## config.mk

```make
export PLATFORM = sky130hd
export DESIGN_NAME = rv_core
export DESIGN_NICKNAME = d
export VERILOG_FILES = /design/src/rtl/rv_isa_pkg.sv /design/src/rtl/rv_bus_pkg.sv /design/src/rtl/rv_decoder.sv /design/src/rtl/rv_fetch_unit.sv /design/src/rtl/rv_lsu.sv /design/src/rtl/rv_bus_arbiter.sv /design/src/rtl/rv_core.sv
export VERILOG_INCLUDE_DIRS = /design/src /design/src/rtl
export SDC_FILE = /design/constraint.sdc
export NUM_CORES = 2
export LEC_CHECK = 0
export BUFFER_PORTS_ARGS = -buffer_cell sky130_fd_sc_hd__buf_2
export CORE_MARGIN = 2
export CORE_UTILIZATION = 40
export DETAILED_ROUTE_END_ITERATION = 8
export GPL_ROUTABILITY_DRIVEN = 0
export HOLD_SLACK_MARGIN = 0.1
export SETUP_SLACK_MARGIN = 0.02
export SYNTH_ARGS = -nofsm -noshare
export SYNTH_HDL_FRONTEND = slang
export SYNTH_SLANG_ARGS = --single-unit
```

## constraint.sdc

```tcl
create_clock -name clk -period 7.1 [get_ports clk]
set_input_delay 1.775 -clock clk [delete_from_list [all_inputs] [get_ports clk]]
set_output_delay 1.775 -clock clk [all_outputs]
set_load 0.05 [all_outputs]
```

## src/rtl/rv_core_config.svh

```systemverilog
`ifndef RV_CORE_CONFIG_SVH
`define RV_CORE_CONFIG_SVH

// data and address width
`define RV_XLEN 32

// address of the first fetch after reset
`define RV_RESET_PC 32'h8000_0000

// architectural registers, x0 included
`define RV_REG_COUNT 32

`endif

```

## src/rtl/rv_isa_pkg.sv

```systemverilog
package rv_isa_pkg;
  `include "rv_core_config.svh"

  typedef logic [$clog2(`RV_REG_COUNT)-1:0] reg_idx_t;

  // major opcodes, instr[6:0]
  typedef enum logic [6:0] {
    OP_IMM = 7'b001_0011,
    AUIPC  = 7'b001_0111,
    LUI    = 7'b011_0111,
    JAL    = 7'b110_1111,
    JALR   = 7'b110_0111,
    LOAD   = 7'b000_0011,
    STORE  = 7'b010_0011,
    SYSTEM = 7'b111_0011
  } opcode_e;

  // funct3 of loads and stores
  typedef enum logic [2:0] {
    SIZE_B  = 3'b000,
    SIZE_H  = 3'b001,
    SIZE_W  = 3'b010,
    SIZE_BU = 3'b100,
    SIZE_HU = 3'b101
  } mem_size_e;

  typedef enum logic [1:0] {BASE_RS1, BASE_PC, BASE_ZERO} base_sel_e;  // adder base
  typedef enum logic [1:0] {WB_SUM, WB_LINK, WB_LOAD} wb_sel_e;        // rd source

  typedef struct packed {
    reg_idx_t            rd;
    reg_idx_t            rs1;
    reg_idx_t            rs2;
    mem_size_e           size;
    logic [`RV_XLEN-1:0] imm;
    base_sel_e           base_sel;
    wb_sel_e             wb_sel;
    logic                reg_write;
    logic                is_load;
    logic                is_store;
    logic                is_jump;
    logic                is_halt;
  } decoded_instr_t;
endpackage

```

## src/rtl/rv_bus_pkg.sv

```systemverilog
package rv_bus_pkg;
  `include "rv_core_config.svh"

  // master to slave, read address and read data ready
  typedef struct packed {
    logic                ar_valid;
    logic [`RV_XLEN-1:0] ar_addr;
    logic                r_ready;
  } axil_rd_req_t;

  typedef struct packed {
    logic                ar_ready;
    logic                r_valid;
    logic [`RV_XLEN-1:0] r_data;
  } axil_rd_rsp_t;

  // master to slave, write address, write data and response ready
  typedef struct packed {
    logic                  aw_valid;
    logic [`RV_XLEN-1:0]   aw_addr;
    logic                  w_valid;
    logic [`RV_XLEN-1:0]   w_data;
    logic [`RV_XLEN/8-1:0] w_strb;
    logic                  b_ready;
  } axil_wr_req_t;

  typedef struct packed {
    logic aw_ready;
    logic w_ready;
    logic b_valid;
  } axil_wr_rsp_t;
endpackage

```

## src/rtl/rv_decoder.sv

```systemverilog
`timescale 1ns/1ns

module rv_decoder import rv_isa_pkg::*; (
  input  logic [31:0]    instr,
  output decoded_instr_t decoded
);
  opcode_e     opcode;
  logic [31:0] imm_i;
  logic [31:0] imm_s;
  logic [31:0] imm_u;
  logic [31:0] imm_j;

  assign opcode = opcode_e'(instr[6:0]);

  // sign-extended immediates, u already in the upper 20 bits
  assign imm_i = {{20{instr[31]}}, instr[31:20]};
  assign imm_s = {{20{instr[31]}}, instr[31:25], instr[11:7]};
  assign imm_u = {instr[31:12], 12'h000};
  assign imm_j = {{12{instr[31]}}, instr[19:12], instr[20], instr[30:21], 1'b0};

  always_comb begin
    decoded          = '0;
    decoded.rd       = instr[11:7];
    decoded.rs1      = instr[19:15];
    decoded.rs2      = instr[24:20];
    decoded.size     = mem_size_e'(instr[14:12]);
    decoded.imm      = imm_i;
    decoded.base_sel = BASE_RS1;
    decoded.wb_sel   = WB_SUM;
    case (opcode)
      OP_IMM: decoded.reg_write = (instr[14:12] == 3'b000);  // addi only
      LUI: begin
        decoded.imm       = imm_u;
        decoded.base_sel  = BASE_ZERO;  // 0 + imm
        decoded.reg_write = 1'b1;
      end
      AUIPC: begin
        decoded.imm       = imm_u;
        decoded.base_sel  = BASE_PC;
        decoded.reg_write = 1'b1;
      end
      JAL: begin
        decoded.imm       = imm_j;
        decoded.base_sel  = BASE_PC;
        decoded.wb_sel    = WB_LINK;
        decoded.reg_write = 1'b1;
        decoded.is_jump   = 1'b1;
      end
      JALR: begin
        decoded.wb_sel    = WB_LINK;
        decoded.reg_write = 1'b1;
        decoded.is_jump   = 1'b1;
      end
      LOAD: begin
        decoded.wb_sel    = WB_LOAD;
        decoded.reg_write = 1'b1;
        decoded.is_load   = 1'b1;
      end
      STORE: begin
        decoded.imm      = imm_s;
        decoded.is_store = 1'b1;  // no rd
      end
      SYSTEM: decoded.is_halt = (instr[31:7] == 25'h000_2000);  // ebreak
      default: ;  // unsupported, retires as a nop
    endcase
  end
endmodule

```

## src/rtl/rv_fetch_unit.sv

```systemverilog
`timescale 1ns/1ns
`include "rv_core_config.svh"

module rv_fetch_unit import rv_bus_pkg::*; (
  input  logic                clk,
  input  logic                reset,
  input  logic                consume,
  input  logic                redirect,
  input  logic [`RV_XLEN-1:0] redirect_pc,
  output logic [`RV_XLEN-1:0] instr,
  output logic                instr_valid,
  output axil_rd_req_t        bus_req,
  input  axil_rd_rsp_t        bus_rsp
);
  logic [`RV_XLEN-1:0] fetch_addr;  // next word to request
  logic [`RV_XLEN-1:0] req_addr;    // word of the outstanding read
  logic                in_flight;
  logic                ar_sent;
  logic                drop;        // outstanding read belongs to an old path
  logic                cur_valid;
  logic                pf_valid;
  logic [`RV_XLEN-1:0] cur_instr;
  logic [`RV_XLEN-1:0] pf_instr;
  logic                issue;
  logic                r_hs;
  logic                land_pf;

  assign bus_req.ar_valid = in_flight && !ar_sent;
  assign bus_req.ar_addr  = req_addr;
  assign bus_req.r_ready  = in_flight && ar_sent;

  assign r_hs    = bus_req.r_ready && bus_rsp.r_valid;
  // one read at a time, and only with a free slot for its data
  assign issue   = !in_flight && !pf_valid && !redirect;
  assign land_pf = consume ? pf_valid : cur_valid;

  assign instr       = cur_instr;
  assign instr_valid = cur_valid;

  always_ff @(posedge clk) begin
    if (reset) begin
      fetch_addr <= `RV_RESET_PC;
      in_flight  <= 1'b0;
      ar_sent    <= 1'b0;
      drop       <= 1'b0;
      cur_valid  <= 1'b0;
      pf_valid   <= 1'b0;
    end else begin
      if (issue) begin
        in_flight  <= 1'b1;
        ar_sent    <= 1'b0;
        fetch_addr <= fetch_addr + `RV_XLEN'd4;
      end else if (bus_req.ar_valid && bus_rsp.ar_ready) begin
        ar_sent <= 1'b1;
      end
      if (r_hs) in_flight <= 1'b0;

      if (redirect) begin
        // flush both slots and throw away any read still out
        cur_valid  <= 1'b0;
        pf_valid   <= 1'b0;
        fetch_addr <= redirect_pc;
        drop       <= in_flight && !r_hs;
      end else begin
        if (consume) begin
          cur_valid <= pf_valid;
          pf_valid  <= 1'b0;
        end
        if (r_hs && !drop) begin
          if (land_pf) pf_valid <= 1'b1;
          else cur_valid <= 1'b1;
        end
        if (r_hs) drop <= 1'b0;
      end
    end
  end

  always_ff @(posedge clk) begin
    if (issue) req_addr <= fetch_addr;
    if (consume) cur_instr <= pf_instr;
    if (r_hs) begin
      if (land_pf) pf_instr <= bus_rsp.r_data;
      else cur_instr <= bus_rsp.r_data;
    end
  end

  // stale data from before a jump must never show up as the target
  assert property (@(posedge clk) disable iff (reset) drop |-> !instr_valid);
endmodule

```

## src/rtl/rv_lsu.sv

```systemverilog
`timescale 1ns/1ns
`include "rv_core_config.svh"

module rv_lsu import rv_isa_pkg::*, rv_bus_pkg::*; (
  input  logic                clk,
  input  logic                reset,
  input  logic                start,
  input  logic                is_store,
  input  mem_size_e           size,
  input  logic [`RV_XLEN-1:0] addr,
  input  logic [`RV_XLEN-1:0] store_data,
  output logic                done,
  output logic [`RV_XLEN-1:0] load_data,
  output axil_rd_req_t        rd_req,
  input  axil_rd_rsp_t        rd_rsp,
  output axil_wr_req_t        wr_req,
  input  axil_wr_rsp_t        wr_pair
);
  typedef enum logic [1:0] {IDLE, READ, WRITE, RESP} lsu_state_e;

  lsu_state_e            state;
  logic                  addr_sent;  // ar or aw accepted
  logic                  data_sent;  // w accepted
  logic [`RV_XLEN-1:0]   word_addr;
  logic [1:0]            lane;
  mem_size_e             size_q;
  logic [`RV_XLEN-1:0]   wdata;
  logic [`RV_XLEN-1:0]   lanes_data;
  logic [`RV_XLEN/8-1:0] strb;
  logic [`RV_XLEN/8-1:0] strb_q;
  logic [`RV_XLEN-1:0]   shifted;
  logic                  aw_hs;
  logic                  w_hs;
  logic                  r_hs;

  assign rd_req.ar_valid = (state == READ) && !addr_sent;
  assign rd_req.ar_addr  = word_addr;
  assign rd_req.r_ready  = (state == READ) && addr_sent;
  assign wr_req.aw_valid = (state == WRITE) && !addr_sent;
  assign wr_req.aw_addr  = word_addr;
  assign wr_req.w_valid  = (state == WRITE) && !data_sent;
  assign wr_req.w_data   = wdata;
  assign wr_req.w_strb   = strb_q;
  assign wr_req.b_ready  = (state == RESP);

  assign aw_hs = wr_req.aw_valid && wr_pair.aw_ready;
  assign w_hs  = wr_req.w_valid && wr_pair.w_ready;
  assign r_hs  = rd_req.r_ready && rd_rsp.r_valid;
  assign done  = r_hs || (wr_req.b_ready && wr_pair.b_valid);

  always_ff @(posedge clk) begin
    if (reset) begin
      state     <= IDLE;
      addr_sent <= 1'b0;
      data_sent <= 1'b0;
    end else begin
      case (state)
        IDLE: if (start) state <= is_store ? WRITE : READ;
        READ: begin
          if (rd_req.ar_valid && rd_rsp.ar_ready) addr_sent <= 1'b1;
          if (r_hs) begin
            state     <= IDLE;
            addr_sent <= 1'b0;
          end
        end
        WRITE: begin
          // aw and w may complete in either order
          if (aw_hs) addr_sent <= 1'b1;
          if (w_hs) data_sent <= 1'b1;
          if ((addr_sent || aw_hs) && (data_sent || w_hs)) begin
            state     <= RESP;
            addr_sent <= 1'b0;
            data_sent <= 1'b0;
          end
        end
        RESP: if (wr_pair.b_valid) state <= IDLE;
        default: state <= IDLE;
      endcase
    end
  end

  // store data repeated over every lane it may land in
  always_comb begin
    case (size)
      SIZE_B, SIZE_BU: begin
        lanes_data = {4{store_data[7:0]}};
        strb       = 4'b0001 << addr[1:0];
      end
      SIZE_H, SIZE_HU: begin
        lanes_data = {2{store_data[15:0]}};
        strb       = addr[1] ? 4'b1100 : 4'b0011;
      end
      default: begin
        lanes_data = store_data;
        strb       = 4'b1111;
      end
    endcase
  end

  always_ff @(posedge clk) begin
    if (start) begin
      word_addr <= {addr[`RV_XLEN-1:2], 2'b00};
      lane      <= addr[1:0];
      size_q    <= size;
      wdata     <= lanes_data;
      strb_q    <= strb;
    end
  end

  assign shifted = rd_rsp.r_data >> {lane, 3'b000};  // addressed byte to lane 0

  always_comb begin
    case (size_q)
      SIZE_B:  load_data = {{24{shifted[7]}}, shifted[7:0]};
      SIZE_BU: load_data = {24'h00_0000, shifted[7:0]};
      SIZE_H:  load_data = {{16{shifted[15]}}, shifted[15:0]};
      SIZE_HU: load_data = {16'h0000, shifted[15:0]};
      default: load_data = rd_rsp.r_data;
    endcase
  end

  // halfwords on even bytes, words on word boundaries
  assert property (@(posedge clk) disable iff (reset)
    start |-> !((size inside {SIZE_H, SIZE_HU}) && addr[0]) &&
              !((size == SIZE_W) && (addr[1:0] != 2'b00)));
  // core holds off the next access until done
  assert property (@(posedge clk) disable iff (reset) start |-> state == IDLE);
endmodule

```

## src/rtl/rv_bus_arbiter.sv

```systemverilog
`timescale 1ns/1ns

module rv_bus_arbiter import rv_bus_pkg::*; (
  input  logic         clk,
  input  logic         reset,
  input  axil_rd_req_t fetch_req,
  output axil_rd_rsp_t fetch_rsp,
  input  axil_rd_req_t lsu_req,
  output axil_rd_rsp_t lsu_rsp,
  output axil_rd_req_t bus_req,
  input  axil_rd_rsp_t bus_rsp
);
  logic locked;     // owner held until its read data returns
  logic owner_lsu;
  logic grant_lsu;

  // lsu wins a tie, the grant then stays put so a waiting ar stays stable
  assign grant_lsu = locked ? owner_lsu : lsu_req.ar_valid;

  always_comb begin
    bus_req   = grant_lsu ? lsu_req : fetch_req;
    fetch_rsp = '0;
    lsu_rsp   = '0;
    if (grant_lsu) begin
      lsu_rsp = bus_rsp;
    end else begin
      fetch_rsp = bus_rsp;
    end
  end

  always_ff @(posedge clk) begin
    if (reset) begin
      locked    <= 1'b0;
      owner_lsu <= 1'b0;
    end else if (!locked && bus_req.ar_valid) begin
      locked    <= 1'b1;
      owner_lsu <= grant_lsu;
    end else if (locked && bus_rsp.r_valid && bus_req.r_ready) begin
      locked <= 1'b0;
    end
  end

  // read data only ever comes back for a granted, outstanding address
  assert property (@(posedge clk) disable iff (reset) bus_rsp.r_valid |-> locked);
endmodule

```

## src/rtl/rv_core.sv

```systemverilog
`timescale 1ns/1ns
`include "rv_core_config.svh"

module rv_core import rv_isa_pkg::*, rv_bus_pkg::*; (
  input  logic         clk,
  input  logic         reset,
  output axil_rd_req_t rd_req,
  input  axil_rd_rsp_t rd_rsp,
  output axil_wr_req_t wr_req,
  input  axil_wr_rsp_t wr_rsp,
  output logic         halted
);
  typedef enum logic [1:0] {WAIT_INSTR, EXECUTE, MEM_WAIT, HALTED} core_state_e;

  core_state_e         state;
  logic [`RV_XLEN-1:0] pc;
  logic [`RV_XLEN-1:0] regs [`RV_REG_COUNT];
  logic [`RV_XLEN-1:0] instr;
  logic                instr_valid;
  logic                consume;
  logic                redirect;
  logic [`RV_XLEN-1:0] redirect_pc;
  decoded_instr_t      dec;
  logic [`RV_XLEN-1:0] rs1_val;
  logic [`RV_XLEN-1:0] rs2_val;
  logic [`RV_XLEN-1:0] base;
  logic [`RV_XLEN-1:0] sum;
  logic [`RV_XLEN-1:0] link;
  logic [`RV_XLEN-1:0] wb_data;
  logic [`RV_XLEN-1:0] load_data;
  logic                is_mem;
  logic                lsu_start;
  logic                lsu_done;
  axil_rd_req_t        fetch_rd_req;
  axil_rd_req_t        lsu_rd_req;
  axil_rd_rsp_t        fetch_rd_rsp;
  axil_rd_rsp_t        lsu_rd_rsp;

  rv_fetch_unit fetch_unit_inst (
    .clk(clk), .reset(reset),
    .consume(consume), .redirect(redirect), .redirect_pc(redirect_pc),
    .instr(instr), .instr_valid(instr_valid),
    .bus_req(fetch_rd_req), .bus_rsp(fetch_rd_rsp)
  );

  rv_decoder decoder_inst (.instr(instr), .decoded(dec));

  rv_lsu lsu_inst (
    .clk(clk), .reset(reset),
    .start(lsu_start), .is_store(dec.is_store), .size(dec.size),
    .addr(sum), .store_data(rs2_val),
    .done(lsu_done), .load_data(load_data),
    .rd_req(lsu_rd_req), .rd_rsp(lsu_rd_rsp),
    .wr_req(wr_req), .wr_pair(wr_rsp)
  );

  rv_bus_arbiter bus_arbiter_inst (
    .clk(clk), .reset(reset),
    .fetch_req(fetch_rd_req), .fetch_rsp(fetch_rd_rsp),
    .lsu_req(lsu_rd_req), .lsu_rsp(lsu_rd_rsp),
    .bus_req(rd_req), .bus_rsp(rd_rsp)
  );

  assign rs1_val = (dec.rs1 == '0) ? '0 : regs[dec.rs1];  // x0 reads zero
  assign rs2_val = (dec.rs2 == '0) ? '0 : regs[dec.rs2];

  always_comb begin
    case (dec.base_sel)
      BASE_PC:   base = pc;
      BASE_ZERO: base = '0;
      default:   base = rs1_val;
    endcase
  end

  assign sum         = base + dec.imm;  // address, target and addi/lui/auipc result
  assign link        = pc + `RV_XLEN'd4;
  assign redirect_pc = {sum[`RV_XLEN-1:1], 1'b0};
  assign is_mem      = dec.is_load || dec.is_store;

  assign lsu_start = (state == EXECUTE) && is_mem;
  assign redirect  = (state == EXECUTE) && dec.is_jump;
  assign consume   = ((state == EXECUTE) && !is_mem && !dec.is_halt) ||
                     ((state == MEM_WAIT) && lsu_done);
  assign halted    = (state == HALTED);

  always_comb begin
    case (dec.wb_sel)
      WB_LINK: wb_data = link;
      WB_LOAD: wb_data = load_data;
      default: wb_data = sum;
    endcase
  end

  always_ff @(posedge clk) begin
    if (consume && dec.reg_write && (dec.rd != '0)) regs[dec.rd] <= wb_data;
  end

  always_ff @(posedge clk) begin
    if (reset) begin
      state <= WAIT_INSTR;
      pc    <= `RV_RESET_PC;
    end else begin
      if (consume) pc <= redirect ? redirect_pc : link;
      case (state)
        WAIT_INSTR: if (instr_valid) state <= EXECUTE;
        EXECUTE: begin
          if (dec.is_halt) state <= HALTED;  // ebreak, nothing more is fetched
          else if (is_mem) state <= MEM_WAIT;
          else state <= WAIT_INSTR;
        end
        MEM_WAIT: if (lsu_done) state <= WAIT_INSTR;
        default: state <= HALTED;
      endcase
    end
  end

  // an instruction retires only while the fetch unit still presents it
  assert property (@(posedge clk) disable iff (reset) consume |-> instr_valid);
endmodule

```

==> metrics.md <==
| Metric | Value |
|---|---|
| Std cell rows | 143 |
| Clock slew at reported path FFs | 0.06 ns |
| Max Slew Vio Count | 0 |
| Setup_tns | 0 ns |
| Final setup fails | 0 |
| Total grt overflow | 0 |
| DR iter-0 viols | 5584 |
| Skew-Pair Late Insertion Delay | 0.79 ns |
| Initial antenna violation count | 7 |
| Post-Synthesis Cells | 3927 |
| CP Class | reg -> reg |
| Synth Cell Area | 61500 um^2 |
| Router iterations before antenna repair | 5 |
| Root Buffer | clkbuf_16 |
| Number of H-tree levels | 4 |
| Vias per cell | 6.27 |
| Core Area | 152000 um^2 |
| Die height | 396 um |
| Avg WL per Cell | 31.3 um |
| Commonest non-fill, non-tap cells in the layout | 1158 x edfxtp_1, 534 x mux4_2, 369 x nand2_1 |
| Peak supply drop | 506 uV |
| HP Class | reg -> reg |
| Async SR Flop Fraction | 0% |
| P per Cell Area | 579 nW/um^2 |
| Final Hold Fails | 0 |
| WHS | 0.435 ns |
| IO buf count | 141 |
| Sequential area share after synthesis | 60.0% |
| TritonCTS clock tree | yes |
| Clock buffer depth | 3 |
| Fin worst setup slack | 0.856 ns |
| Resized Gates After CTS | 0 |
| Worst Skew | 0.0421 ns |
| Fraction of layout cells with a size suffix above 1 | 27.6% |
| Hold_buf cts | 0 |
| RSZ-0062 raised after global routing | false |
| Number of synthesized flops with an enable pin | 1158 |
| DP Area | 65500 um^2 |
| Warnings from Yosys | 0 |
| Layout fillers | 13000 |
| Achievable Freq | 160 MHz |
| Synthesized area per cell | 15.7 um^2 |
| Top FF cell, synth | edfxtp_1 |
| DP Worst Slack | 0.955 ns |
| Vias in the first global route | 38000 |
| Die Area | 157000 um^2 |
| Most common cell after layout, fill and taps aside | edfxtp_1 |
| Yosys cell types | 71 |
| Total Wirelength | 196000 um |
| First-pass GRT wire length | 279000 um |
| Fin nets | 4195 |
| Clock Sink Count | 1265 |
| Crit path DAT | 6.71 ns |
| Final instance area | 70100 um^2 |
| PnR Total Power | 0.0406 W |
| Drt drc | 0 |
| CTS Buf Count | 141 |
| Tmin final | 6.24 ns |
| Startpoint class of the critical path | register |
| Status | complete, no violations |
| Chip Width | 396 um |
| Total number of vias | 39300 |
| Crit end category | register |
| Slew HR | 10.8% |
| #FFs+latches synth | 1265 |
| Leak pwr | 22.7 nW |
| Initial Utilization | 40.4% |
| Max cap viols | 0 |
| Antenna violation net count after detailed routing | 0 |
| HPWL Detailed | 121000 um |
| Largest net degree at the start of global routing | 109 |
| GRT Overall Usage | 24.8% |
| Setup Buffers After CTS | 0 |
| Layout area overhead | 14.0% |
| Worst-margin pin slew | 1.34 ns |
| CP Max Fanout | 32 |
| Num ports | 145 |
| Fin crit share | 87.9% |
| CP required | 7.57 ns |
[metal layers]
metal | vias to the layer above | part of all wire, % | GRT usage [%]
met3 | 378 | 9.8 | 4.86
met1 | 20400 | 41 | 34.9
met4 | 0 | 3.9 | 9.56
li1 | 16200 | - | -
met2 | 2263 | 46 | 38.1
met5 | - | 0 | 0
[worst paths after layout]
| check | startpoint | endpoint | slack (ns) | depth (start not counted) |
|---|---|---|---|---|
| worst max register to register | fetch_unit_inst.instr[15] | regs[3][30] | 0.86 | 20 |
| worst max-delay path | fetch_unit_inst.instr[15] | regs[3][30] | 0.86 | 20 |
| worst min register to register | fetch_unit_inst.fetch_addr[1] | fetch_unit_inst.req_addr[1] | 0.43 | 0 |
| worst min-delay path | fetch_unit_inst.fetch_addr[1] | fetch_unit_inst.req_addr[1] | 0.43 | 0 |
[stage by stage]
stage                     utilization, %  std cells
after CTS                           46.0       6256
final                               46.0       6261
after floorplan                        -       3961
after global routing                46.0       6256
after detailed placement            43.0       6002
after global placement              43.0       6002
[worst max-delay path, stage by stage, from the launching register on]
cell and delay [ns]:
dfxtp_4 0.59, buf_12 0.26, buf_12 0.26, buf_12 0.19
mux4_2 0.50, mux4_2 0.49, mux2i_1 0.23, nor2_1 0.08
ha_1 0.26, inv_1 0.09, fa_1 0.20, nor2b_1 0.07
o31a_1 0.30, o211ai_1 0.48, o211ai_1 0.25, a21oi_1 0.47
o21ai_0 0.19, o211ai_1 0.14, xor2_1 0.46, a21oi_2 0.11
buf_4 0.27
[cells by family after synthesis]
family                   Yosys count  share of synthesized area [%]
adder cells (fa/ha/maj)           41                          0.847
flip-flops                      1265                           60.0
XOR/XNOR                          84                           1.20
AO/OA/AOI/OAI                    631                           6.43
AND/OR/NAND/NOR                  811                           5.96
buffers and inverters            346                           2.41
other                              1                        0.00610
multiplexers                     748                           23.1
[where the power goes]
part / leakage (nW) / internal, W / switching (W)
clock network: 2.19 / 0.00425 / 0.00306
registers: 11.4 / 0.0141 / 0.000475
logic: 9.13 / 0.00585 / 0.0128
total: 22.7 / 0.0242 / 0.0163
[cell type report]
cell class	count	area, um^2	share of cell area [%]
Clock buffer	174	3730	5.32
Tap cell	2030	2540	3.62
Timing Repair Buffer	298	2150	3.06
Multi-Input combinational cell	2350	23700	33.8
Antenna cell	5	12.5	0.0179
Clock inverter	80	815	1.16
Sequential cell	1265	36900	52.7
Inverter	59	224	0.320
[sequential cells by signal, summed over array words and instances, names as in the netlist, 2 cells and up]
signal	count
regs	1024
fetch_unit_inst.instr	32
fetch_unit_inst.pf_instr	32
lsu_inst.wdata	32
fetch_unit_inst.fetch_addr	31
fetch_unit_inst.req_addr	31
pc	31
lsu_inst.word_addr	30
lsu_inst.strb_q	4
lsu_inst.size_q	3
lsu_inst.lane	2
lsu_inst.state	2
state	2
[cell usage after synthesis, drive strengths merged (15+ instances only)]
library cell | count | area (um^2)
o211ai | 15 | 113
inv | 58 | 218
mux2 | 29 | 327
clkbuf | 177 | 664
a211oi | 34 | 255
dfxtp | 107 | 2140
a221oi | 37 | 324
o21ai | 204 | 1020
nand4 | 24 | 150
nand3 | 43 | 215
a21oi | 147 | 747
nor3 | 40 | 200
buf | 110 | 596
mux2i | 185 | 1850
and3 | 18 | 113
a21o | 34 | 255
a22oi | 35 | 263
o22ai | 22 | 138
ha | 40 | 500
and2 | 59 | 369
xnor2 | 41 | 359
nor2b | 22 | 138
nor2 | 169 | 634
mux4 | 534 | 12000
edfxtp | 1158 | 34800
nand2 | 370 | 1390
xor2 | 43 | 377
No activity file was read; power rests on OpenSTA's default activity.
